File: src/ddr2_init_macros.svh
`ifndef DDR2_INIT_MACROS_SVH
`define DDR2_INIT_MACROS_SVH

// ***************************************************************************
// Power-up timing
// ***************************************************************************

// Cycles from init until CKE is raised (fits a 17-bit count).
`define DDR2_PWRUP_CYCLES 100001

// Hold lengths of the table rows, in clock cycles.
`define DDR2_HOLD_CKE     200   // NOP after CKE rises.
`define DDR2_HOLD_CMD     2     // Any issued command.
`define DDR2_HOLD_MRD     4     // Mode-register set delay.
`define DDR2_HOLD_RP      8     // Precharge period.
`define DDR2_HOLD_RFC     400   // Auto-refresh period.
`define DDR2_HOLD_DLL     406   // DLL lock after MR without reset.

// ***************************************************************************
// Mode-register fields
// ***************************************************************************

`define DDR2_BL           3'b011   // Burst of 8.
`define DDR2_BT           1'b0     // Sequential.
`define DDR2_CL           3'b100
`define DDR2_AL           3'b100
`define DDR2_WR           3'b011

// OCD field codes in EMR A9..A7.
`define DDR2_OCD_EXIT     3'b000
`define DDR2_OCD_DEFAULT  3'b111

// Rows in the step table.
`define DDR2_STEP_COUNT   25

`endif

File: src/ddr2_cmd_pkg.sv
package ddr2_cmd_pkg;

    // ***********************************************************************
    // Command bus
    // ***********************************************************************

    // Encoded as {cs_n, ras_n, cas_n, we_n}.
    typedef enum logic [3:0] {
        CMD_LOAD_MODE = 4'b0000,
        CMD_REFRESH   = 4'b0001,
        CMD_PRECHARGE = 4'b0010,
        CMD_NOP       = 4'b0111
    } ddr2_cmd_e;

    // Bank select, BA1..BA0.
    typedef logic [1:0] ddr2_bank_t;

    // Row or mode-register address, A12..A0.
    typedef logic [12:0] ddr2_addr_t;

    // ***********************************************************************
    // Wait timing
    // ***********************************************************************

    // Wide enough for the power-up wait.
    typedef logic [16:0] ddr2_count_t;

endpackage

File: src/ddr2_seq_pkg.sv
package ddr2_seq_pkg;

    // Sequencer phases.
    typedef enum logic [1:0] {
        ST_IDLE  = 2'd0,   // Waiting for init.
        ST_PWRUP = 2'd1,   // Power-up delay, CKE low.
        ST_STEP  = 2'd2,   // Walking the command table.
        ST_DONE  = 2'd3    // Initialized, NOP forever.
    } ddr2_seq_state_e;

    // Index into the step table.
    typedef logic [4:0] ddr2_step_t;

endpackage

File: src/ddr2_init_steps.sv
`timescale 1ns/1ps
`include "ddr2_init_macros.svh"

module ddr2_init_steps (
    input  ddr2_seq_pkg::ddr2_step_t   step,
    output ddr2_cmd_pkg::ddr2_cmd_e    step_cmd,
    output ddr2_cmd_pkg::ddr2_bank_t   step_bank,
    output ddr2_cmd_pkg::ddr2_addr_t   step_addr,
    output ddr2_cmd_pkg::ddr2_count_t  step_hold
);

    // MR: WR in A11..A9, DLL reset in A8, CL, BT, BL.
    localparam ddr2_cmd_pkg::ddr2_addr_t mr_dll_reset =
        {1'b0, `DDR2_WR, 1'b1, 1'b0, `DDR2_CL, `DDR2_BT, `DDR2_BL};
    localparam ddr2_cmd_pkg::ddr2_addr_t mr_normal =
        {1'b0, `DDR2_WR, 1'b0, 1'b0, `DDR2_CL, `DDR2_BT, `DDR2_BL};

    // EMR: A10 high, OCD in A9..A7, AL in A5..A3, DLL enabled.
    localparam ddr2_cmd_pkg::ddr2_addr_t emr_ocd_exit =
        {2'b00, 1'b1, `DDR2_OCD_EXIT, 1'b0, `DDR2_AL, 3'b000};
    localparam ddr2_cmd_pkg::ddr2_addr_t emr_ocd_default =
        {2'b00, 1'b1, `DDR2_OCD_DEFAULT, 1'b0, `DDR2_AL, 3'b000};

    localparam ddr2_cmd_pkg::ddr2_addr_t prech_all = 13'h0400;   // A10 selects all banks.

    // ***********************************************************************
    // JEDEC initialization order
    // ***********************************************************************

    always_comb begin
        step_cmd  = ddr2_cmd_pkg::CMD_NOP;
        step_bank = '0;
        step_addr = '0;
        step_hold = ddr2_cmd_pkg::ddr2_count_t'(`DDR2_HOLD_MRD);
        case (step)
            5'd0:  step_hold = ddr2_cmd_pkg::ddr2_count_t'(`DDR2_HOLD_CKE);
            5'd2,
            5'd12,
            5'd24: step_hold = ddr2_cmd_pkg::ddr2_count_t'(`DDR2_HOLD_RP);
            5'd14,
            5'd16: step_hold = ddr2_cmd_pkg::ddr2_count_t'(`DDR2_HOLD_RFC);
            5'd18: step_hold = ddr2_cmd_pkg::ddr2_count_t'(`DDR2_HOLD_DLL);
            5'd4, 5'd6, 5'd8, 5'd10, 5'd20, 5'd22: ;   // NOP for tMRD.
            5'd1,
            5'd11,
            5'd23: begin
                step_cmd  = ddr2_cmd_pkg::CMD_PRECHARGE;
                step_addr = prech_all;
            end
            5'd3:  begin
                step_cmd  = ddr2_cmd_pkg::CMD_LOAD_MODE;
                step_bank = 2'd2;   // EMR2.
            end
            5'd5:  begin
                step_cmd  = ddr2_cmd_pkg::CMD_LOAD_MODE;
                step_bank = 2'd3;   // EMR3.
            end
            5'd7,
            5'd21: begin
                step_cmd  = ddr2_cmd_pkg::CMD_LOAD_MODE;
                step_bank = 2'd1;
                step_addr = emr_ocd_exit;
            end
            5'd9:  begin
                step_cmd  = ddr2_cmd_pkg::CMD_LOAD_MODE;
                step_addr = mr_dll_reset;
            end
            5'd13,
            5'd15: step_cmd = ddr2_cmd_pkg::CMD_REFRESH;
            5'd17: begin
                step_cmd  = ddr2_cmd_pkg::CMD_LOAD_MODE;
                step_addr = mr_normal;
            end
            5'd19: begin
                step_cmd  = ddr2_cmd_pkg::CMD_LOAD_MODE;
                step_bank = 2'd1;
                step_addr = emr_ocd_default;
            end
            default: step_hold = ddr2_cmd_pkg::ddr2_count_t'(1);
        endcase

        // Command rows share one hold length.
        if (step_cmd != ddr2_cmd_pkg::CMD_NOP) begin
            step_hold = ddr2_cmd_pkg::ddr2_count_t'(`DDR2_HOLD_CMD);
        end
    end

endmodule

File: src/ddr2_wait_timer.sv
`timescale 1ns/1ps

module ddr2_wait_timer (
    input  logic                       clk,
    input  logic                       reset,
    input  logic                       load,
    input  ddr2_cmd_pkg::ddr2_count_t  count,
    output logic                       expired
);

    ddr2_cmd_pkg::ddr2_count_t remaining;

    always_ff @(posedge clk) begin
        if (reset) begin
            remaining <= '0;
        end else if (load) begin
            remaining <= count;
        end else if (remaining != '0) begin
            remaining <= remaining - 1'b1;   // Stops at zero.
        end
    end

    // Held high while the count rests at zero.
    assign expired = (remaining == '0);

endmodule

File: src/ddr2_init_fsm.sv
`timescale 1ns/1ps
`include "ddr2_init_macros.svh"

module ddr2_init_fsm (
    input  logic                       clk,
    input  logic                       reset,
    input  logic                       init,
    input  logic                       expired,
    input  ddr2_cmd_pkg::ddr2_cmd_e    step_cmd,
    input  ddr2_cmd_pkg::ddr2_bank_t   step_bank,
    input  ddr2_cmd_pkg::ddr2_addr_t   step_addr,
    input  ddr2_cmd_pkg::ddr2_count_t  step_hold,
    output ddr2_seq_pkg::ddr2_step_t   step,
    output logic                       load,
    output ddr2_cmd_pkg::ddr2_count_t  count,
    output logic                       ready,
    output logic                       cs_n,
    output logic                       ras_n,
    output logic                       cas_n,
    output logic                       we_n,
    output logic                       cke,
    output logic                       odt,
    output ddr2_cmd_pkg::ddr2_bank_t   ba,
    output ddr2_cmd_pkg::ddr2_addr_t   a
);

    ddr2_seq_pkg::ddr2_seq_state_e state;
    ddr2_cmd_pkg::ddr2_cmd_e       cmd_q;
    logic                          last_row;
    logic                          issue;
    logic                          issue_addr;

    // The step register runs one row ahead of the pins.
    assign last_row   = (step == ddr2_seq_pkg::ddr2_step_t'(`DDR2_STEP_COUNT));
    assign issue      = load && (state != ddr2_seq_pkg::ST_IDLE);
    assign issue_addr = (step_cmd == ddr2_cmd_pkg::CMD_LOAD_MODE) ||
                        (step_cmd == ddr2_cmd_pkg::CMD_PRECHARGE);

    assign {cs_n, ras_n, cas_n, we_n} = cmd_q;

    // ***********************************************************************
    // Timer loads
    // ***********************************************************************

    always_comb begin
        load  = 1'b0;
        count = step_hold - ddr2_cmd_pkg::ddr2_count_t'(1);
        case (state)
            ddr2_seq_pkg::ST_IDLE: begin
                load  = init;
                count = ddr2_cmd_pkg::ddr2_count_t'(`DDR2_PWRUP_CYCLES - 1);
            end
            ddr2_seq_pkg::ST_PWRUP: load = expired;
            ddr2_seq_pkg::ST_STEP:  load = expired && !last_row;
            default:                load = 1'b0;
        endcase
    end

    // ***********************************************************************
    // Phase control
    // ***********************************************************************

    always_ff @(posedge clk) begin
        if (reset) begin
            state <= ddr2_seq_pkg::ST_IDLE;
            cke   <= 1'b0;
            odt   <= 1'b0;
            ready <= 1'b0;
        end else begin
            case (state)
                ddr2_seq_pkg::ST_IDLE: begin
                    if (init) state <= ddr2_seq_pkg::ST_PWRUP;
                end
                ddr2_seq_pkg::ST_PWRUP: begin
                    if (expired) begin
                        cke   <= 1'b1;
                        state <= ddr2_seq_pkg::ST_STEP;
                    end
                end
                ddr2_seq_pkg::ST_STEP: begin
                    if (expired && last_row) begin
                        odt   <= 1'b1;
                        ready <= 1'b1;
                        state <= ddr2_seq_pkg::ST_DONE;
                    end
                end
                default: ;   // ST_DONE holds until reset.
            endcase
        end
    end

    // Command and address registers.
    always_ff @(posedge clk) begin
        if (reset) begin
            step  <= '0;
            cmd_q <= ddr2_cmd_pkg::CMD_NOP;
            ba    <= '0;
            a     <= '0;
        end else if (issue) begin
            cmd_q <= step_cmd;
            step  <= step + ddr2_seq_pkg::ddr2_step_t'(1);
            if (issue_addr) begin
                ba <= step_bank;
                a  <= step_addr;
            end
        end else if (state == ddr2_seq_pkg::ST_DONE) begin
            cmd_q <= ddr2_cmd_pkg::CMD_NOP;
        end
    end

endmodule

File: src/ddr2_init_top.sv
`timescale 1ns/1ps

module ddr2_init_top (
    input  logic                      clk,
    input  logic                      reset,
    input  logic                      init,
    output logic                      ready,
    output logic                      cs_n,
    output logic                      ras_n,
    output logic                      cas_n,
    output logic                      we_n,
    output ddr2_cmd_pkg::ddr2_bank_t  ba,
    output ddr2_cmd_pkg::ddr2_addr_t  a,
    output logic                      cke,
    output logic                      odt
);

    ddr2_seq_pkg::ddr2_step_t   step;
    ddr2_cmd_pkg::ddr2_cmd_e    step_cmd;
    ddr2_cmd_pkg::ddr2_bank_t   step_bank;
    ddr2_cmd_pkg::ddr2_addr_t   step_addr;
    ddr2_cmd_pkg::ddr2_count_t  step_hold;
    logic                       load;
    ddr2_cmd_pkg::ddr2_count_t  count;
    logic                       expired;

    ddr2_init_steps u_steps (
        .step      (step),
        .step_cmd  (step_cmd),
        .step_bank (step_bank),
        .step_addr (step_addr),
        .step_hold (step_hold)
    );

    ddr2_wait_timer u_timer (
        .clk     (clk),
        .reset   (reset),
        .load    (load),
        .count   (count),
        .expired (expired)
    );

    ddr2_init_fsm u_fsm (
        .clk       (clk),
        .reset     (reset),
        .init      (init),
        .expired   (expired),
        .step_cmd  (step_cmd),
        .step_bank (step_bank),
        .step_addr (step_addr),
        .step_hold (step_hold),
        .step      (step),
        .load      (load),
        .count     (count),
        .ready     (ready),
        .cs_n      (cs_n),
        .ras_n     (ras_n),
        .cas_n     (cas_n),
        .we_n      (we_n),
        .cke       (cke),
        .odt       (odt),
        .ba        (ba),
        .a         (a)
    );

endmodule

File: config.mk
export PLATFORM = sky130hd
export DESIGN_NAME = ddr2_init_top
export DESIGN_NICKNAME = d
export VERILOG_FILES = /design/src/ddr2_cmd_pkg.sv /design/src/ddr2_seq_pkg.sv /design/src/ddr2_init_steps.sv /design/src/ddr2_wait_timer.sv /design/src/ddr2_init_fsm.sv /design/src/ddr2_init_top.sv
export VERILOG_INCLUDE_DIRS = /design/src /design/src/src
export SDC_FILE = /design/constraint.sdc
export NUM_CORES = 1
export LEC_CHECK = 0
export BUFFER_PORTS_ARGS = -buffer_cell sky130_fd_sc_hd__buf_2
export CORE_MARGIN = 5
export CORE_UTILIZATION = 30
export DETAILED_ROUTE_END_ITERATION = 16
export PLACE_DENSITY = 0.57
export REMOVE_ABC_BUFFERS = 1
export SLEW_MARGIN = 20
export SYNTH_ARGS = -nofsm -noshare
export SYNTH_HDL_FRONTEND = slang
export SYNTH_HIERARCHICAL = 1
export SYNTH_SLANG_ARGS = --single-unit
File: constraint.sdc
create_clock -name clk -period 2.8 [get_ports clk]
set_input_delay 0.56 -clock clk [delete_from_list [all_inputs] [get_ports clk]]
set_output_delay 0.56 -clock clk [all_outputs]
set_load 0.1 [all_outputs]
==> metrics.yaml, run 1 <==
cts:
  cts_inserted_buffers: 5
  cts_hold_buf: 0
  cts_tree: "yes"
  cts_max_path_buffers: 2
  cts.reportedPaths.clkPinSlew_ps: 90
  ctsHtreeMaxLevel: 2
  post_cts.repair.setup_buffers: 0
  root_buffer: "clkbuf_8"
  clock_sinks: 45
  insertion_delay_ps: 300
sta:
  rsz0062_at_grt: "no"
  fin_crit_sh_pct: 93.2
  final_hold_viol_count: 0
  setup_viol: 0
  tightest_slew_ps: 783
  period_needed_ps: 2610
  maxClockFrequency_ghz: 0.383
  slew_violations: 0
  hold_ws_ps: 473
  fin_skew_ps: 9.59
  slew_headroom_pct: 47.8
  setup_tns_ps: 0
power_and_ir_drop:
  power_leakage_nw: 1.36
  cell_internal_pwr_w: 0.00153
  combPwrFrac_pct: 48.1
  p_total_w: 0.00252
  p_sw_w: 0.000985
  vdd_drop_max_mv: 0.566
  switching_share_pct: 39.2
  clockPowerShare_pct: 17.1
  pwr-share-seq_pct: 34.8
  p_per_area_mw_per_mm2: 703
synth:
  yosysWarnings: 6
  yosys.area_share.simple_pct: 34.4
  ys_async_sr_fraction_pct: 0
  post_synth_xor_area_fraction_pct: 6.77
  post_synth_mux_area_share_pct: 5.96
  synth_cells: 394
  seq_area_frac_synth_pct: 28.0
  synth.top_cell.area_share_pct: 28.0
  yosys-top-cells-count: "dfxtp_1 (45), nand2b_1 (38), nor2_1 (35), nand2_1 (34), a21oi_1 (23)"
  synth.area.top_cells: "dfxtp_1 (28%), nand2b_1 (7.4%), mux2i_1 (5.6%)"
  synthAdderAreaFrac_pct: 3.11
  synth_top_family_by_area: "simple AND/OR/NAND/NOR gates"
  synth-compound-area-share_pct: 12.2
  yosys_register_bits: 45
  ys_types: 67
  syn_area_mm2: 0.00321
  yosysTopAreaCell: "dfxtp_1"
  yosys_most_used_dff: "dfxtp_1"
  yosysMostFrequentCell: "dfxtp_1"
  syn_area_per_cell_um2: 8.16
  synth-edff-count: 0
place:
  numPortBuffers: 24
  dp_hpwl_um: 4940
  gp_congestion: 0.813
critical_path:
  crit_arrival_ps: 2850
  r2r_slack_ps: 190
  cp_slowest_cell: "dfxtp_1"
  path_common_cell: "a21oi_1"
  cp_slowest_stage_delay_ps: 400
  setup.worst_path.start: "u_timer/remaining[0]"
  required_ps: 3040
  crit_chain: "inv_1 -> ha_1 -> nor4b_4 -> nand4b_1 -> or2_4 -> inv_2 -> and2_2 -> a21oi_1 -> a21oi_2 -> buf_4 -> or3_1 -> a21oi_1"
  critical_path.top_delay_family: "simple AND/OR/NAND/NOR gates"
  crit_fanout: 7
  crit_buf_inv: 3
  crit_path_start_kind: "flop"
  r2r_start: "u_timer/remaining[0]"
  worst-path-stages: 12
  cp-endpoint: "u_timer/remaining[2]"
  endpoint_kind: "flop"
  reg2regPathDepth: 12
  worstSetupPathType: "flop to flop"
  r2r_end: "u_timer/remaining[2]"
final_layout:
  layout-drive-gt1-share_pct: 20.9
  register_area_um2: 901
  syn2layout_area_growth_pct: 11.3
  diodes: 0
  multi_input_area_mm2: 0.00209
  fill_cells: 1097
  post-route-util_pct: 34.5
  nNetsFinal: 432
run:
  drv_cap: 0
routing:
  wire_per_inst_um: 11.8
  firstDrtPassIters: 4
  avgViaCountPerCell: 4.68
  via_count: 2612
  drcViolationCount: 0
  dr.first_iter.drc_count: 112
  drt_wl_total_um: 6560
  ant_nets: 0
floorplan:
  ios: 25
  die_h_um: 114
  coreArea_mm2: 0.0104
  dieArea_mm2: 0.0129
  placementRows: 37
  fp.dieW_um: 114
  start_util_pct: 31.0
worst_hold_path:
  min_path_type: "flop to flop"
grt:
  grt_pass1_wl_um: 11200
  grt_usage_pct: 10.3
  grt_pass1_vias: 2390
  grt_overflow_total: 0
  antenna_found_initial: 0
  grt_max_degree: 43
outcome:
  status: "complete, no violations"
routing by layer:
metal	track usage [%]	share of wire, %
met1	14.1	50
met2	16.3	45
met3	2.12	4.4
met4	3.21	1.1
met5	0	0
worst reg2reg max path, cell delays in order (launching register included):
cell	delay (ps)
dfxtp_1	400
inv_1	80
ha_1	230
nor4b_4	140
nand4b_1	130
or2_4	180
inv_2	70
and2_2	200
a21oi_1	310
a21oi_2	130
buf_4	180
or3_1	360
a21oi_1	140
cell usage in the layout, fill, tap and decap left out, drive strengths merged, types with 2 or more instances in the layout:
cell | synthesis | final
dfxtp | 45 | 45
buf | 29 | 43
nor2 | 39 | 39
nand2b | 38 | 38
nand2 | 36 | 36
a21oi | 24 | 24
mux2i | 18 | 18
nor3 | 18 | 18
conb | 1 | 15
o21ai | 14 | 14
xor2 | 12 | 12
xnor2 | 12 | 12
inv | 12 | 12
nor4 | 10 | 10
ha | 8 | 8
clkbuf | 8 | 6
or3 | 6 | 6
nand4 | 5 | 5
nor3b | 5 | 5
nand3 | 5 | 5
or2 | 5 | 5
o21bai | 4 | 4
nand4b | 4 | 4
nor2b | 4 | 4
and2 | 3 | 3
a211oi | 3 | 3
nand3b | 2 | 2
o21a | 2 | 2
or4 | 2 | 2
a211o | 2 | 2
a32o | 2 | 2
clkinv | 0 | 2
a31oi | 2 | 2
repair_timing:
item                                    in CTS  in global routing
gates resized for setup                      1                  5
pin swaps                                    0                  1
cloned                                       0                  0
endpoints found under the setup margin      11                 16
how the worst min path moves through the flow:
stage                           from               endpoint  slack (ps)  depth (start not counted)
2_1_floorplan  u_timer/remaining[16]  u_timer/remaining[16]         480                          1
3_3_place_gp               u_fsm/cke              u_fsm/cke         450                          2
3_5_place_dp               u_fsm/cke              u_fsm/cke         460                          2
4_1_cts                  u_fsm/a[11]            u_fsm/a[11]         480                          2
5_1_grt                   u_fsm/a[6]             u_fsm/a[6]         500                          2
6_report                 u_fsm/a[11]            u_fsm/a[11]         470                          2
sequential cells by signal (all words and copies together) (netlist names):
register	count
u_fsm/a	13
u_fsm/ba	2
u_fsm/cke	1
u_fsm/cmd_q	4
u_fsm/odt	1
u_fsm/state	2
u_fsm/step	5
u_timer/remaining	17
power by group through the flow:
stage                     sequential [W]  combinational, W  clock [W]
after floorplan                 0.000873          0.000885          0
after global placement          0.000878           0.00117          0
after detailed placement        0.000879           0.00118          0
after CTS                       0.000869           0.00118   0.000458
after global routing            0.000898           0.00135   0.000477
final                           0.000875           0.00121   0.000429
per-stage QoR:
stage                     std cells  area, µm²  setup WS [ps]
after CTS                       558       3560           61.5
after floorplan                 371       3010           -451
after global routing            558       3580           15.6
after global placement          550       3450           91.6
after detailed placement        550       3450          -3.88
final                           558       3580            189
final cells by class:
class	instances	area share (%)
inverters	12	1.26
multi-input cells	314	58.4
well taps	136	4.76
repair buffers	43	7.69
clock buffers	6	2.31
clock inverters	2	0.385
flip-flops and latches	45	25.2
cells by family (layout without fill, tap and decap cells):
logic type                 count (synthesis)  after routing
xor gates and xnor gates                  24             24
muxes                                     19             19
DFF                                       45             45
adders and majority gates                  8              8
other                                      1             15
buffers and inverters                     49             63
and+or+nand+nor                          188            188
AOI/OAI and AO/OA                         60             60
No activity file was read; power rests on OpenSTA's default activity.
==> run 2, diff against run 1 <==
PLACE_DENSITY = 0.56   (was 0.57)
clock period = 3.1 ns   (was 2.8 ns; I/O delays follow)
==> run 2 against run 1 <==
Against the previous run: combinational power is 15% lower; wire length is 1.9% higher; critical path depth is 1 lower; power down 12%; setup slack improved by 160 ps; largest cell class unchanged; largest power group unchanged.
==> metrics.yaml, run 2 (same netlist as run 1, synthesis figures left out) <==
cts:
  insertion_delay_ps: 300  # about the same
  root_buffer: "clkbuf_8"
  cts_inserted_buffers: 5  # unchanged
  cts_max_path_buffers: 2  # unchanged
  cts.reportedPaths.clkPinSlew_ps: 90  # about the same
  clock_sinks: 45  # unchanged
  post_cts.repair.setup_buffers: 0  # unchanged
  ctsHtreeMaxLevel: 2  # unchanged
  cts_tree: "yes"
worst_hold_path:
  hold_depth: 2  # unchanged
  min_path_type: "flop to flop"
  hp-start: "u_fsm/a[12]"
  hold_end: "u_fsm/a[12]"
final_layout:
  nNetsFinal: 426  # -1.4%
  mostFrequentLayoutCells: "dfxtp_1 (45), nand2b_1 (38), nor2_1 (35), nand2_1 (34), buf_2 (24)"
  syn2layout_area_growth_pct: 8.64
  layout-drive-gt1-share_pct: 18.6  # -2.3 points
  largest_reg_flops: 17  # unchanged
  reg_top3: "u_timer/remaining x17, u_fsm/a x13, u_fsm/step x5"
  top_register: "u_timer/remaining"
  diodes: 0  # unchanged
  fill_cells: 1129  # +2.9%
  multi_input_area_mm2: 0.00207  # -1.0%
  final_cells: 551  # -1.3%
  final_common_cell: "dfxtp_1"
  fin_area_mm2: 0.00349  # -2.4%
  register_area_um2: 901  # unchanged
sta:
  final_hold_viol_count: 0  # unchanged
  rsz0062_at_grt: "no"
  maxClockFrequency_ghz: 0.364  # -5.0%
  fin_skew_ps: 8.69  # -0.901 ps
  setup_viol: 0  # unchanged
  fin_crit_sh_pct: 88.6  # -4.6 points
  slew_headroom_pct: 48.8  # +0.99 points
  tightest_slew_ps: 768  # -14.8 ps
  period_needed_ps: 2750  # +136 ps
  hold_ws_ps: 468  # -4.43 ps
  slew_violations: 0  # unchanged
  setup_tns_ps: 0  # unchanged
critical_path:
  r2r_end: "u_timer/remaining[5]"
  r2r_slack_ps: 350  # +160 ps
  crit_fanout: 11  # +4
  worstSetupPathType: "flop to flop"
  crit_path_start_kind: "flop"
  r2r_start: "u_timer/remaining[12]"
  required_ps: 3330  # +290 ps
  crit_arrival_ps: 2980  # +130 ps
  reg2regPathDepth: 11  # -1
  endpoint_kind: "flop"
grt:
  grt_overflow_total: 0  # unchanged
  grt_pass1_wl_um: 11500  # +3.0%
  antenna_found_initial: 0  # unchanged
  grt_max_degree: 37  # -14%
  grt_usage_pct: 10.7  # +0.33 points
  grt_pass1_vias: 2415  # +1.0%
place:
  dpl.cell_count: 544  # -1.1%
  numPortBuffers: 24  # unchanged
  dp_hpwl_um: 4950  # +0.16%
  dpl_cell_area_mm2: 0.00340  # -1.7%
  gp_congestion: 0.761  # -6.4%
outcome:
  status: "complete, no violations"
routing:
  avgViaCountPerCell: 4.67  # -0.32%
  wire_per_inst_um: 12.1  # +3.2%
  firstDrtPassIters: 7  # +3
  drcViolationCount: 0  # unchanged
  ant_nets: 0  # unchanged
  via_count: 2571  # -1.6%
  dr.first_iter.drc_count: 118  # +5.4%
  drt_wl_total_um: 6690  # +1.9%
power_and_ir_drop:
  p_total_w: 0.00221  # -12%
  power_leakage_nw: 1.31  # -3.6%
  p_per_area_mw_per_mm2: 632  # -10%
  vdd_drop_max_mv: 0.409  # -28%
floorplan:
  die_h_um: 114  # unchanged
  start_util_pct: 31.0  # unchanged
  dieArea_mm2: 0.0129  # unchanged
  ios: 25  # unchanged
  coreArea_mm2: 0.0104  # unchanged
  fp.dieW_um: 114  # unchanged
  placementRows: 37  # unchanged
run:
  drv_cap: 0  # unchanged
run 2: cell count changes in the layout (fill, tap and decap cells not counted), sizes merged:
| cell | change |
|---|---|
| clkinv | -2 |
| clkinvlp | +1 |
| buf | -6 |
run 2: repair_timing:
item                                    in CTS  in global routing
hold buffers                                 0                  0
endpoints found under the setup margin       0                 13
gates resized for setup                      0                  1
run 2: routing by layer:
metal / up-vias / GRT usage (%) / share of wire, %
met5: - / 0 / 0
met4: 0 / 3.45 / 1.3
met3: 5 / 2.07 / 2.6
met2: 23 / 17.1 / 45
met1: 1181 / 14.3 / 51
li1: 1362 / - / -
run 2: layout make-up:
class                   instances  area share [%]
clock inverters                 1           0.215
flip-flops and latches         45            25.8
well taps                     136            4.87
inverters                      12            1.29
repair buffers                 37            6.23
clock buffers                   6            2.36
multi-input cells             314            59.2
run 2: worst max-delay path by stage:
stage                            end  slack (ps)  cells past startpoint             startpoint
5_1_grt         u_timer/remaining[5]          90                     11   u_timer/remaining[7]
6_report        u_timer/remaining[5]         350                     11  u_timer/remaining[12]
3_5_place_dp    u_timer/remaining[5]         280                     13   u_timer/remaining[0]
3_3_place_gp   u_timer/remaining[11]         450                     13   u_timer/remaining[0]
4_1_cts         u_timer/remaining[5]         240                     13   u_timer/remaining[0]
2_1_floorplan  u_timer/remaining[13]        -150                     12   u_timer/remaining[0]
run 2: power breakdown:
group          switching, W  internal (W)
logic              0.000566      0.000464
clock network      0.000208      0.000177
registers          0.000110      0.000684
run 2: through the flow:
step	setup WS [ps]	utilization [%]
3_3_place_gp	454	32.7
6_report	353	33.7
3_5_place_dp	284	32.7
2_1_floorplan	-151	-
4_1_cts	242	33.6
5_1_grt	94.3	33.7
run 2: critical path, stage by stage (launching register included):
cell     delay [ps]
dfxtp_1         350
or2_1           280
or4_1           480
or2_4           320
inv_2           100
and2_2          180
a21oi_1         120
a21oi_1         290
nor2b_1         220
buf_4           200
nand2_1          70
o21ai_0          70
==> run 3, diff against run 2 <==
CELL_PAD_IN_SITES_DETAIL_PLACEMENT = 0   (was default)
CELL_PAD_IN_SITES_GLOBAL_PLACEMENT = 1   (was default)
PLACE_DENSITY = 0.67   (was 0.56)
==> run 3 against run 2 <==
Against the previous run: core utilization grew 0.22 points; clock power shrank 4%; critical path depth shrank 1; setup slack gained 6.2 ps; clock-buffer cell count grew 1; largest power group unchanged.
==> metrics.yaml, run 3 (same netlist as run 1, synthesis figures left out) <==
power_and_ir_drop:
  vdd_drop_max_mv: 0.370  # -9.5%
  p_per_area_mw_per_mm2: 628  # -0.76%
  power_leakage_nw: 1.32  # +1.3%
cts:
  clock_sinks: 45  # unchanged
  cts_max_path_buffers: 2  # unchanged
  post_cts.repair.setup_buffers: 0  # unchanged
  cts_inserted_buffers: 5  # unchanged
  cts_tree: "yes"
  ctsHtreeMaxLevel: 2  # unchanged
  cts.reportedPaths.clkPinSlew_ps: 80  # about the same
  insertion_delay_ps: 300  # about the same
  root_buffer: "clkbuf_8"
floorplan:
  dieArea_mm2: 0.0129  # unchanged
  ios: 25  # unchanged
  coreArea_mm2: 0.0104  # unchanged
  placementRows: 37  # unchanged
  fp.dieW_um: 114  # unchanged
  die_h_um: 114  # unchanged
  start_util_pct: 31.0  # unchanged
sta:
  maxClockFrequency_ghz: 0.365  # +0.23%
  rsz0062_at_grt: "no"
  slew_headroom_pct: 47.0  # -1.8 points
  fin_crit_sh_pct: 88.4  # -0.20 points
  hold_ws_ps: 476  # +7.29 ps
  setup_viol: 0  # unchanged
  fin_skew_ps: 5.03  # -3.66 ps
  tightest_slew_ps: 795  # +27.4 ps
  slew_violations: 0  # unchanged
  final_hold_viol_count: 0  # unchanged
  period_needed_ps: 2740  # -6.19 ps
  setup_tns_ps: 0  # unchanged
worst_hold_path:
  hp-start: "u_fsm/a[4]"
  hold_end: "u_fsm/a[4]"
  hold_depth: 2  # unchanged
  min_path_type: "flop to flop"
routing:
  avgViaCountPerCell: 4.67  # about the same
  drt_wl_total_um: 6700  # +0.10%
  firstDrtPassIters: 4  # -3
  dr.first_iter.drc_count: 128  # +8.5%
  ant_nets: 0  # unchanged
  via_count: 2586  # +0.58%
  wire_per_inst_um: 12.1  # -0.44%
  drcViolationCount: 0  # unchanged
critical_path:
  cp_slowest_cell: "or4_1"
  crit_chain: "or2_1 -> or4_1 -> or2_4 -> inv_2 -> and2_2 -> a21oi_1 -> a21oi_2 -> nor2b_1 -> nand2_1 -> a211oi_1"
  r2r_slack_ps: 360  # about the same
  crit_path_start_kind: "flop"
  cp_slowest_stage_delay_ps: 470  # about the same
  crit_arrival_ps: 2940  # -40 ps
  worstSetupPathType: "flop to flop"
  crit_fanout: 6  # -5
  endpoint_kind: "flop"
  r2r_end: "u_timer/remaining[13]"
  required_ps: 3300  # -30 ps
  critical_path.top_delay_family: "simple AND/OR/NAND/NOR gates"
  r2r_start: "u_timer/remaining[12]"
  crit_buf_inv: 1  # -1
  reg2regPathDepth: 10  # -1
final_layout:
  layout-drive-gt1-share_pct: 19.1  # +0.58 points
  final_common_cell: "dfxtp_1"
  syn2layout_area_growth_pct: 9.34
  diodes: 0  # unchanged
  largest_reg_flops: 17  # unchanged
  nNetsFinal: 429  # +0.70%
  mostFrequentLayoutCells: "dfxtp_1 (45), nand2b_1 (38), nor2_1 (35), nand2_1 (34), buf_2 (24)"
  reg_top3: "u_timer/remaining x17, u_fsm/a x13, u_fsm/step x5"
  fill_cells: 1118  # -0.97%
  top_register: "u_timer/remaining"
  final_cells: 554  # +0.54%
place:
  numPortBuffers: 24  # unchanged
  dp_hpwl_um: 5000  # +0.99%
  dpl.cell_count: 547  # +0.55%
  gp_congestion: 0.786  # +3.4%
grt:
  antenna_found_initial: 0  # unchanged
  grt_pass1_wl_um: 12000  # +4.2%
  grt_max_degree: 38  # +2.7%
  grt_usage_pct: 11.0  # +0.35 points
  grt_overflow_total: 0  # unchanged
  grt_pass1_vias: 2519  # +4.3%
outcome:
  status: "complete, no violations"
run:
  drv_cap: 0  # unchanged
==> run 3: area by class of cell <==
class | instances | area, µm² | share of cell area [%]
Clock buffer | 7 | 86.3 | 2.46
Inverter | 12 | 45.0 | 1.28
Multi-Input combinational cell | 314 | 2070 | 59.0
Sequential cell | 45 | 901 | 25.6
Tap cell | 136 | 170 | 4.84
Timing Repair Buffer | 40 | 240 | 6.84
==> run 3: power breakdown <==
part	switching (W)	total [W]	internal (W)
clock network	0.000193	0.000370	0.000177
logic	0.000567	0.00104	0.000474
registers	0.000110	0.000794	0.000684
total	0.000871	0.00221	0.00134
==> run 3: metal layers <==
| layer | part of all wire [%] | GRT usage, % | vias up |
|---|---|---|---|
| li1 | - | - | 1384 |
| met1 | 52 | 15.8 | 1157 |
| met2 | 43 | 16.5 | 38 |
| met3 | 3.5 | 2.02 | 7 |
| met4 | 1.7 | 3.77 | 0 |
| met5 | 0 | 0 | - |
==> run 3: tightest hold or removal path: stages, from the launching register on <==
cell      delay, ps
dfxtp_1         320
nand2b_1         60
mux2i_1          60
==> run 3: timing repair <==
| action | 4_1_cts | 5_1_grt |
|---|---|---|
| hold endpoints to repair | 0 | 0 |
| resized for setup | 0 | 2 |
| hold buffers | 0 | 0 |
| setup endpoints to repair | 0 | 13 |
==> run 3: worst max-delay path by stage <==
stage	from	endpoint	slack, ps	depth (start not counted)
finish	u_timer/remaining[12]	u_timer/remaining[13]	360	10
global route	u_timer/remaining[0]	u_timer/remaining[7]	130	13
CTS	u_timer/remaining[0]	u_timer/remaining[13]	200	12
detailed placement	u_timer/remaining[0]	u_timer/remaining[13]	220	12
global placement	u_timer/remaining[0]	u_timer/remaining[13]	300	12
floorplan	u_timer/remaining[0]	u_timer/remaining[13]	-150	12
==> run 3: per-stage QoR <==
step                      worst slack, ps  utilization, %  power [W]  instance area [µm²]
final                                 360            33.9    0.00221                 3510
after global routing                  133            33.9    0.00242                 3510
after CTS                             199            33.8    0.00222                 3500
after detailed placement              224            33.0    0.00184                 3420
after global placement                304            33.0    0.00185                 3420
after floorplan                      -151               -    0.00159                 3010
